[config.mk]
export PLATFORM = sky130hd
export DESIGN_NAME = gpu
export DESIGN_NICKNAME = d
export VERILOG_FILES = /design/src/gpu_pkg.sv /design/src/pixel_if.sv /design/src/gpu.sv /design/src/gpu_bus_arbiter.sv /design/src/gpu_clear_engine.sv /design/src/gpu_cmd_regs.sv /design/src/gpu_line_drawer.sv
export VERILOG_INCLUDE_DIRS = /design/src /design/src/src
export SDC_FILE = /design/constraint.sdc
export NUM_CORES = 1
export LEC_CHECK = 0
export ABC_CLOCK_PERIOD_IN_PS = 12950
export BUFFER_PORTS_ARGS = -buffer_cell sky130_fd_sc_hd__buf_4
export CAP_MARGIN = 20
export CORE_UTILIZATION = 30
export DETAILED_ROUTE_END_ITERATION = 7
export HOLD_SLACK_MARGIN = 0.15
export PLACE_DENSITY = 0.5
export SETUP_SLACK_MARGIN = 0.05
export SLEW_MARGIN = 20
export SYNTH_ARGS = -nofsm -noshare
export SYNTH_HDL_FRONTEND = slang
export SYNTH_SLANG_ARGS = --single-unit
[constraint.sdc]
create_clock -name clk -period 12.95 [get_ports clk]
set_input_delay 1.9425 -clock clk [delete_from_list [all_inputs] [get_ports clk]]
set_output_delay 1.9425 -clock clk [all_outputs]
set_load 0.02 [all_outputs]
[src/gpu_consts.svh]
`ifndef GPU_CONSTS_SVH
`define GPU_CONSTS_SVH

// frame geometry in pixels
`define GPU_WIDTH      320
`define GPU_HEIGHT     240

// byte base of each frame buffer, one 32-bit word per pixel
`define GPU_BUF0_BASE  32'h0000_0000
`define GPU_BUF1_BASE  32'h0004_B000

`define GPU_ADDR_W     32
`define GPU_DATA_W     32

`endif

[src/gpu_pkg.sv]
package gpu_pkg;

	// host command opcodes, bits 26:24 of the command word
	typedef enum logic [2:0]
	{
		OP_CLEAR      = 3'd0,
		OP_SET_START  = 3'd1,
		OP_SET_END    = 3'd2,
		OP_SET_COLOR  = 3'd3,
		OP_MOVE_START = 3'd4,
		OP_MOVE_END   = 3'd5,
		OP_DRAW       = 3'd6,
		OP_FLIP       = 3'd7
	} gpu_opcode_e;

	typedef struct packed
	{
		logic [8:0] x; // bits 16:8 of a point word
		logic [7:0] y;
	} point_t;

	typedef logic [23:0] color_t; // rgb, red in the top byte

	typedef enum logic [1:0]
	{
		LINE_IDLE,
		LINE_SETUP,
		LINE_RUN
	} line_state_e;

	typedef struct packed
	{
		logic front;
		logic clear_busy;
		logic line_busy;
	} status_t;

endpackage

[src/pixel_if.sv]
`timescale 1ns/1ps

interface pixel_if import gpu_pkg::*; ();

	logic   req;   // held until grant
	point_t pos;
	color_t color;
	logic   grant; // the pixel moves in this cycle

	modport engine
	(
		output req,
		output pos,
		output color,
		input  grant
	);

	modport arbiter
	(
		input  req,
		input  pos,
		input  color,
		output grant
	);

endinterface

[src/gpu.sv]
`timescale 1ns/1ps

`include "gpu_consts.svh"

module gpu import gpu_pkg::*;
(
	input  logic                   clk,
	input  logic                   reset,
	// host command port
	input  logic                   psel,
	input  logic                   pwrite,
	input  logic [31:0]            pwdata,
	output logic [31:0]            prdata,
	// frame buffer write port
	output logic [`GPU_ADDR_W-1:0] haddr,
	output logic [`GPU_DATA_W-1:0] hwdata,
	output logic                   hwrite,
	input  logic                   hready
);

	point_t start_pt;
	point_t end_pt;
	color_t color;
	logic   front;
	logic   draw_go;
	logic   clear_go;
	logic   line_busy;
	logic   clear_busy;

	pixel_if line_pix();
	pixel_if clear_pix();

	gpu_cmd_regs cmd_regs_inst
	(
		.clk        (clk),
		.reset      (reset),
		.psel       (psel),
		.pwrite     (pwrite),
		.pwdata     (pwdata),
		.prdata     (prdata),
		.start_pt   (start_pt),
		.end_pt     (end_pt),
		.color      (color),
		.front      (front),
		.draw_go    (draw_go),
		.clear_go   (clear_go),
		.line_busy  (line_busy),
		.clear_busy (clear_busy)
	);

	gpu_line_drawer line_drawer_inst
	(
		.clk      (clk),
		.reset    (reset),
		.go       (draw_go),
		.start_pt (start_pt),
		.end_pt   (end_pt),
		.color    (color),
		.busy     (line_busy),
		.pix      (line_pix.engine)
	);

	gpu_clear_engine clear_engine_inst
	(
		.clk   (clk),
		.reset (reset),
		.go    (clear_go),
		.busy  (clear_busy),
		.pix   (clear_pix.engine)
	);

	// both engines share the single write port
	gpu_bus_arbiter bus_arbiter_inst
	(
		.clk       (clk),
		.reset     (reset),
		.line_pix  (line_pix.arbiter),
		.clear_pix (clear_pix.arbiter),
		.front     (front),
		.haddr     (haddr),
		.hwdata    (hwdata),
		.hwrite    (hwrite),
		.hready    (hready)
	);

endmodule

[src/gpu_bus_arbiter.sv]
`timescale 1ns/1ps

`include "gpu_consts.svh"

module gpu_bus_arbiter import gpu_pkg::*;
(
	input  logic                   clk,
	input  logic                   reset,
	pixel_if.arbiter               line_pix,
	pixel_if.arbiter               clear_pix,
	input  logic                   front,
	output logic [`GPU_ADDR_W-1:0] haddr,
	output logic [`GPU_DATA_W-1:0] hwdata,
	output logic                   hwrite,
	input  logic                   hready
);

	logic                   prefer_clear; // round-robin pointer
	logic                   slot_free;
	logic                   grant_line;
	logic                   grant_clear;
	point_t                 sel_pos;
	color_t                 sel_color;
	logic [31:0]            pix_index;
	logic [`GPU_ADDR_W-1:0] back_base;
	logic [`GPU_ADDR_W-1:0] addr_next;

	// the output beat is either empty or retiring on this edge
	assign slot_free = !hwrite || hready;

	assign grant_line  = slot_free && line_pix.req && (!clear_pix.req || !prefer_clear);
	assign grant_clear = slot_free && clear_pix.req && (!line_pix.req || prefer_clear);

	assign line_pix.grant  = grant_line;
	assign clear_pix.grant = grant_clear;

	assign sel_pos   = grant_clear ? clear_pix.pos : line_pix.pos;
	assign sel_color = grant_clear ? clear_pix.color : line_pix.color;

	//////////////////////////////////////////////////
	// back buffer addressing
	//////////////////////////////////////////////////

	assign pix_index = 32'(sel_pos.y) * `GPU_WIDTH + 32'(sel_pos.x);
	assign back_base = front ? `GPU_BUF0_BASE : `GPU_BUF1_BASE;
	assign addr_next = back_base + `GPU_ADDR_W'({pix_index[29:0], 2'b00});

	always_ff @(posedge clk)
	begin
		if (reset)
		begin
			prefer_clear <= 1'b0;
			hwrite       <= 1'b0;
			haddr        <= '0;
			hwdata       <= '0;
		end
		else
		begin
			if (grant_line)
				prefer_clear <= 1'b1;
			else if (grant_clear)
				prefer_clear <= 1'b0;

			if (grant_line || grant_clear)
			begin
				hwrite <= 1'b1;
				haddr  <= addr_next;
				hwdata <= `GPU_DATA_W'(sel_color); // top byte stays zero
			end
			else if (hready)
				hwrite <= 1'b0;
		end
	end

endmodule

[src/gpu_clear_engine.sv]
`timescale 1ns/1ps

`include "gpu_consts.svh"

module gpu_clear_engine import gpu_pkg::*;
(
	input  logic    clk,
	input  logic    reset,
	input  logic    go,
	output logic    busy,
	pixel_if.engine pix
);

	localparam logic [8:0] LAST_X = 9'(`GPU_WIDTH - 1);
	localparam logic [7:0] LAST_Y = 8'(`GPU_HEIGHT - 1);

	logic   active;
	point_t cur;

	assign busy      = active;
	assign pix.req   = active;
	assign pix.pos   = cur;
	assign pix.color = '0; // cleared pixels are black

	always_ff @(posedge clk)
	begin
		if (reset)
			active <= 1'b0;
		else if (!active)
			active <= go;
		else if (pix.grant && (cur.x == LAST_X) && (cur.y == LAST_Y))
			active <= 1'b0;
	end

	// raster scan, x runs fastest
	always_ff @(posedge clk)
	begin
		if (!active)
			cur <= '0;
		else if (pix.grant)
		begin
			if (cur.x == LAST_X)
			begin
				cur.x <= 9'd0;
				cur.y <= cur.y + 8'd1;
			end
			else
				cur.x <= cur.x + 9'd1;
		end
	end

endmodule

[src/gpu_cmd_regs.sv]
`timescale 1ns/1ps

module gpu_cmd_regs import gpu_pkg::*;
(
	input  logic        clk,
	input  logic        reset,
	input  logic        psel,
	input  logic        pwrite,
	input  logic [31:0] pwdata,
	output logic [31:0] prdata,
	output point_t      start_pt,
	output point_t      end_pt,
	output color_t      color,
	output logic        front,
	output logic        draw_go,
	output logic        clear_go,
	input  logic        line_busy,
	input  logic        clear_busy
);

	logic        armed; // set once psel has been seen low
	logic        fire;
	gpu_opcode_e opcode;
	point_t      cmd_pt;
	status_t     status;

	assign opcode = gpu_opcode_e'(pwdata[26:24]);
	assign cmd_pt = point_t'(pwdata[16:0]);
	assign fire   = psel && pwrite && armed; // one command per select, however long psel stays up

	// engine launches are combinational so busy shows up one cycle after the command
	assign draw_go  = fire && (opcode == OP_DRAW) && !line_busy;
	assign clear_go = fire && (opcode == OP_CLEAR) && !clear_busy;

	assign status.front      = front;
	assign status.clear_busy = clear_busy;
	assign status.line_busy  = line_busy;

	assign prdata = (psel && !pwrite) ? 32'(status) : 32'd0;

	//////////////////////////////////////////////////
	// command register file
	//////////////////////////////////////////////////

	always_ff @(posedge clk)
	begin
		if (reset)
		begin
			armed    <= 1'b1;
			start_pt <= '0;
			end_pt   <= '0;
			color    <= '0;
			front    <= 1'b0;
		end
		else
		begin
			if (fire)
				armed <= 1'b0;
			else if (!psel)
				armed <= 1'b1;

			if (fire)
			begin
				case (opcode)
					OP_SET_START:  start_pt <= cmd_pt;
					OP_SET_END:    end_pt <= cmd_pt;
					OP_SET_COLOR:  color <= pwdata[23:0];
					OP_MOVE_START:
					begin
						start_pt.x <= start_pt.x + cmd_pt.x; // both fields wrap
						start_pt.y <= start_pt.y + cmd_pt.y;
					end
					OP_MOVE_END:
					begin
						end_pt.x <= end_pt.x + cmd_pt.x;
						end_pt.y <= end_pt.y + cmd_pt.y;
					end
					OP_FLIP:
					begin
						// swapping under a running engine would split its pixels over two buffers
						if (!line_busy && !clear_busy)
							front <= ~front;
					end
					default: ;
				endcase
			end
		end
	end

endmodule

[src/gpu_line_drawer.sv]
`timescale 1ns/1ps

module gpu_line_drawer import gpu_pkg::*;
(
	input  logic     clk,
	input  logic     reset,
	input  logic     go,
	input  point_t   start_pt,
	input  point_t   end_pt,
	input  color_t   color,
	output logic     busy,
	pixel_if.engine  pix
);

	line_state_e        state;
	point_t             cur;
	point_t             end_q;
	color_t             col_q;
	logic               sx; // high when x steps down
	logic               sy;
	logic signed [11:0] dx;
	logic signed [11:0] dy;
	logic signed [11:0] err;
	logic signed [11:0] diff_x;
	logic signed [11:0] diff_y;
	logic signed [11:0] abs_x;
	logic signed [11:0] abs_y;
	logic signed [11:0] e2;
	logic               step_x;
	logic               step_y;

	assign diff_x = $signed({3'b000, end_q.x}) - $signed({3'b000, cur.x});
	assign diff_y = $signed({4'b0000, end_q.y}) - $signed({4'b0000, cur.y});
	assign abs_x  = diff_x[11] ? -diff_x : diff_x;
	assign abs_y  = diff_y[11] ? -diff_y : diff_y;

	assign e2     = err <<< 1;
	assign step_x = e2 > -dy;
	assign step_y = e2 < dx;

	assign busy      = (state != LINE_IDLE);
	assign pix.req   = (state == LINE_RUN);
	assign pix.pos   = cur;
	assign pix.color = col_q;

	always_ff @(posedge clk)
	begin
		if (reset)
			state <= LINE_IDLE;
		else
		begin
			case (state)
				LINE_IDLE:
				begin
					if (go)
						state <= LINE_SETUP;
				end
				LINE_SETUP: state <= LINE_RUN;
				LINE_RUN:
				begin
					if (pix.grant && (cur == end_q))
						state <= LINE_IDLE; // end point has gone out
				end
				default: state <= LINE_IDLE;
			endcase
		end
	end

	// datapath, loaded on go and stepped on every grant
	always_ff @(posedge clk)
	begin
		if ((state == LINE_IDLE) && go)
		begin
			cur   <= start_pt;
			end_q <= end_pt;
			col_q <= color;
		end
		else if (state == LINE_SETUP)
		begin
			dx  <= abs_x;
			dy  <= abs_y;
			sx  <= diff_x[11];
			sy  <= diff_y[11];
			err <= abs_x - abs_y;
		end
		else if ((state == LINE_RUN) && pix.grant && (cur != end_q))
		begin
			err <= err - (step_x ? dy : 12'sd0) + (step_y ? dx : 12'sd0);
			if (step_x)
				cur.x <= sx ? cur.x - 9'd1 : cur.x + 9'd1;
			if (step_y)
				cur.y <= sy ? cur.y - 8'd1 : cur.y + 8'd1;
		end
	end

endmodule

# Word level (Yosys, flattened, before mapping)
# Cells that the tools add are included.
# Widths: inputs -> output; s select.
[op_classes]
addsub = 20
mul = 1
order_cmp = 2
n_eq_ne = 17
n_mux = 31
n_bitwise = 2
n_reduce_logical = 49
[ops]
columns = ["operator", "n"]
rows = [
  ["$mux 12", 6],
  ["$mux 17", 4],
  ["$pmux 17 s2", 2],
  ["$neg 12->12", 3],
  ["$add 32x32->32", 1],
  ["$mux 9", 3],
  ["$mux 24", 1],
  ["$sub 12x12->12", 2],
  ["$mux 19", 1],
  ["$add 17x9->18", 1],
  ["$add 9x1->9 const B", 2],
  ["$add 9x9->9", 2],
  ["$logic_and 1x1->1", 18],
  ["$reduce_bool 2->1", 9],
  ["$eq 17x17->1", 1],
  ["$ne 17x17->1", 1],
  ["$add 8x1->8 const B", 2],
  ["$add 8x8->8", 2],
  ["$mux 8", 2],
  ["$reduce_and 2->1", 7],
  ["$add 12x12->12", 1],
  ["$eq 3x3->1 const B", 4],
  ["$gt 12x12->1", 1],
  ["$lt 12x12->1", 1],
  ["other kinds (23)", 45],
]
[totals]
ff_bits = 234
in_bits = 37
out_inout_bits = 97
wordCells = 147

# Depth between registers and ports, before layout
[logic_depth]
depth_word = 9
depth_mapped = 23
depth_no_buf = 23

# Hierarchy
# Synthesis repeated with hierarchy kept, for this count alone.
[hier_totals]
cells_unflattened = 1715
area_unflattened_um2 = 14934.3
[modules_own_cells]
columns = ["module", "instances", "cells_each", "area_each_um2", "seq_area_each_um2"]
rows = [
  ["gpu_line_drawer", 1, 688, 6937.9, 2892.8],
  ["gpu_cmd_regs", 1, 521, 4000.1, 1201.2],
  ["gpu_bus_arbiter", 1, 387, 2992.9, 900.9],
  ["gpu_clear_engine", 1, 119, 1003.5, 360.3],
]

# Least setup slack after synthesis
# No wires, ideal clock.
[synth_timing]
path_type = "input-to-reg"
from = "input port hready"
to = "register bus_arbiter_inst.haddr[18]"
setup_time_ns = 0.079
arrival_time_ns = 6.124
required_time_ns = 12.871
path_slack_ns = 6.747
path_stages = 22
n_path_buf = 3
cell_sequence = "nand2b_1 buf_2 nand2_1 a21oi_1 clkbuf_1 buf_1 nand2_1 o21ai_0 ha_1 ha_1 fa_1 a21o_1 a21oi_1 o21bai_1 a21oi_1 xnor2_4 o32ai_1 ha_1 nor3_1 inv_1 a211o_1 o211ai_1"
[synth_via]
elab_chain_cells = 7
word_cells_on_any_way = 10
cone_classes = "add/sub: 2; mul: 1; mux: 1; reduce/logical: 6"
[synth_lines]
columns = ["element", "line", "text"]
rows = [
  ["start, declared", "gpu.sv:18", "input logic hready"],
  ["$logic_or 1x1->1 *", "gpu_bus_arbiter.sv:29", "assign slot_free = !hwrite || hready;"],
  ["$logic_and 1x1->1 (2 in series)", "gpu_bus_arbiter.sv:32", "assign grant_clear = slot_free && clear_pix.req && (!line_pix.req || prefer_clear);"],
  ["$mux 17", "gpu_bus_arbiter.sv:37", "assign sel_pos = grant_clear ? clear_pix.pos : line_pix.pos;"],
  ["$mul 8x3->11 (no line)", "-", ""],
  ["$add 17x9->18", "gpu_bus_arbiter.sv:44", "assign pix_index = 32'(sel_pos.y) * `GPU_WIDTH + 32'(sel_pos.x);"],
  ["$add 32x32->32", "gpu_bus_arbiter.sv:46", "assign addr_next = back_base + `GPU_ADDR_W'({pix_index[29:0], 2'b00});"],
  ["end signal, assigned", "gpu_bus_arbiter.sv:67", "haddr <= addr_next;"],
  ["end, declared", "gpu_bus_arbiter.sv:12", "output logic [`GPU_ADDR_W-1:0] haddr,"],
]
# Mark *: on every way between the ends. The rest lies on a longest branch, timed or not.
# A chain may end at the register's enable or synchronous reset.

# Worst setup path after layout
# Same ends and word-level chain as after synthesis.

==> flow_summary.ini <==
[critical_path]
path_class = in -> reg
cp_top_family = compound AO/OA/AOI/OAI gates
path_depth = 19
cp_slowest_cell = fa_1
required_ns = 13.42
startpoint_type = primary input
crit_path_max_fanout = 31
crit_chain = buf_4, nand2b_1, nand2_1, a21oi_2, buf_4, o21ai_0, ha_1, ha_1, fa_1, xor2_1, o2111a_1, and2_1, nand2_1, o32ai_1, ha_1, nor3_1, inv_1, a211o_1, o211ai_1
reg2regPathDepth = 21
worstPathArrival_ns = 6.40
endpoint_kind = register
worst-path-buf-inv = 3
cp_common_cell = ha_1
slowest_delay_ns = 0.41

[clocking]
cts_inserted_buffers = 26
cts_hold_buf = 0
cts_resized = 0
clock_path_buffers = 3
cts.htree.levels = 1
cts_tree = done
clock-sinks = 220
insertion_delay_ns = 0.56
clk_pin_slew_ns = 0.06
post_cts_buffers = 0
clockRootBuffer = clkbuf_16

[global_routing]
grt_antenna_before_repair = 0
grt_pass1_vias = 10798
grt_util_met3_pct = 1.670
grt_max_degree = 72
grt_use_total_pct = 14.90
met2_usage_pct = 25.46
grt_pass1_wl_um = 56860
grt_busiest_layer = met2
grt_util_met1_pct = 19.29
overflow = 0

[placed_design]
io_buffers = 78
dp_hpwl_um = 25650
place_worst_setup_slack_ns = 6.457
gp_congestion = 0.8079

[flow_run]
drv_cap = 0

[route]
dr.pass1.iters = 6
wl_per_cell_um = 15.37
drtAntennaViolNets = 0
num_vias = 10776
post_drt_via_cell_ratio = 4.741
drc = 0
wl_um = 34950
drt_iter0_drc = 492

[die]
dieHeight_um = 218.2
fp.dieArea_mm2 = 0.04762
io_pins = 134
rows = 78
die_w_um = 218.2
start_util_pct = 30.64
core_area_mm2 = 0.04577

[sta]
slew_violations = 0
hold_viol_final = 0
fin_hold_ws_ns = 0.4288
worst_pin_slew_ns = 0.9772
max_slew_margin_pct = 34.65
setup_slack_ns = 7.014
skew_ns = 0.02509
tns_ns = 0
setup_viol = 0
rsz0062_at_grt = false
fin_crit_ns = 5.936
fin_crit_sh_pct = 45.83
fmax_mhz = 168.5

[cells_and_area]
antenna_cells = 0
area_growth_pct = 13.60
nets = 1838
drive_gt1_share_pct = 8.727

[worst_hold_path]
min_path_type = reg -> reg
hold_depth = 0

[synthesis]
syn_inst = 1584
synth_top_area_share_pct = 20.34
synth_ff_type = dfxtp_1
async_reset_ff_share_pct = 0
yosys_register_bits = 220
synthesis.area_mm2 = 0.01403
yosysWarningCount = 0
synthTopCellsByCount = nand2_1, a21oi_1, ha_1
synth.most_common_cell = nand2_1
ys_top_cells_by_area = edfxtp_1, dfxtp_1, ha_1, nand2_1, a21oi_1
ys_seq_area_share_pct = 38.18
synth_top_area_cell = edfxtp_1
synth_edf_count = 95
synth_cell_types = 71
avgSynthCellArea_um2 = 8.855

[pwr]
ir_worst_vdd_mv = 0.07292
power.total_mw = 1.649
p_per_area_mw_per_mm2 = 103.5
power_leakage_nw = 6.416

[status]
outcome = finished, final reports clean
## cell type report
class,instances,area [µm²]
clock buffers,33,696.9
clock inverters,15,131.4
fillers,4750,29840
inverters,126,474.2
multi-input cells,1188,7843
flip-flops and latches,220,5355
well taps,600,750.7
repair buffers,91,683.2
## layout by cell type, fill, tap and decap left out, types with 19 or more instances in the layout
master	Yosys	routed
nor3_1	35	33
buf_4	50	91
and2_1	22	22
a311oi_1	19	19
ha_1	126	126
nor2_1	122	121
clkbuf_16	0	26
nand2_1	220	220
inv_1	122	122
edfxtp_1	95	95
nor2b_1	29	29
a21oi_1	143	142
xnor2_1	74	74
conb_1	2	56
o21ai_0	66	65
fa_1	22	22
dfxtp_1	125	125
a21o_1	23	23
xor2_1	33	33
## path summary, 6_finish.rpt
kind,endpoint,slack [ns],from
setup / recovery,bus_arbiter_inst.haddr[18],7.01,hready
hold / removal,line_drawer_inst.pix.color[6],0.43,cmd_regs_inst.color[6]
setup reg to reg,line_drawer_inst.err[10],7.10,line_drawer_inst.dy[3]
hold reg to reg,line_drawer_inst.pix.color[6],0.43,cmd_regs_inst.color[6]
## power breakdown
group	internal [mW]	switching (mW)
sequential	0.733	0.00803
combinational	0.0707	0.113
clock	0.419	0.304
## metrics by stage
stage / std cells / util [%] / instance area [µm²]
final: 2273 / 34.81 / 15930
after global routing: 2273 / 34.81 / 15930
after CTS: 2273 / 34.81 / 15930
after detailed placement: 2225 / 33.00 / 15100
after global placement: 2225 / 32.99 / 15100
after floorplan: 1638 / - / 14230
## sequential cells by signal, indices dropped and copies added, names as in the netlist, 2 cells and up
register / flops
line_drawer_inst.end_q: 17
bus_arbiter_inst.hwdata: 24
line_drawer_inst.err: 11
clear_engine_inst.pix.pos: 17
bus_arbiter_inst.haddr: 19
cmd_regs_inst.start_pt: 17
line_drawer_inst.dy: 12
line_drawer_inst.pix.color: 24
cmd_regs_inst.color: 24
line_drawer_inst.pix.pos: 17
line_drawer_inst.dx: 12
cmd_regs_inst.end_pt: 17
line_drawer_inst.state: 2
## layer usage
metal	routed length (µm)	vias to the layer above	part of all wire, %
met1	16360	5089	47
li1	-	5513	-
met2	16610	129	48
met3	925	45	2.6
met5	0	-	0
met4	1050	0	3.0
## cells by family after synthesis
group	count (synthesis)	synth area share, %
other	2	0.05354
multiplexers	7	0.5263
AO/OA/AOI/OAI	345	15.26
buffers and inverters	230	7.502
adder cells (fa/ha/maj)	149	14.45
AND/OR/NAND/NOR	522	17.03
XOR/XNOR	109	6.994
flip-flops	220	38.18
(Power assumes the default switching activity.)
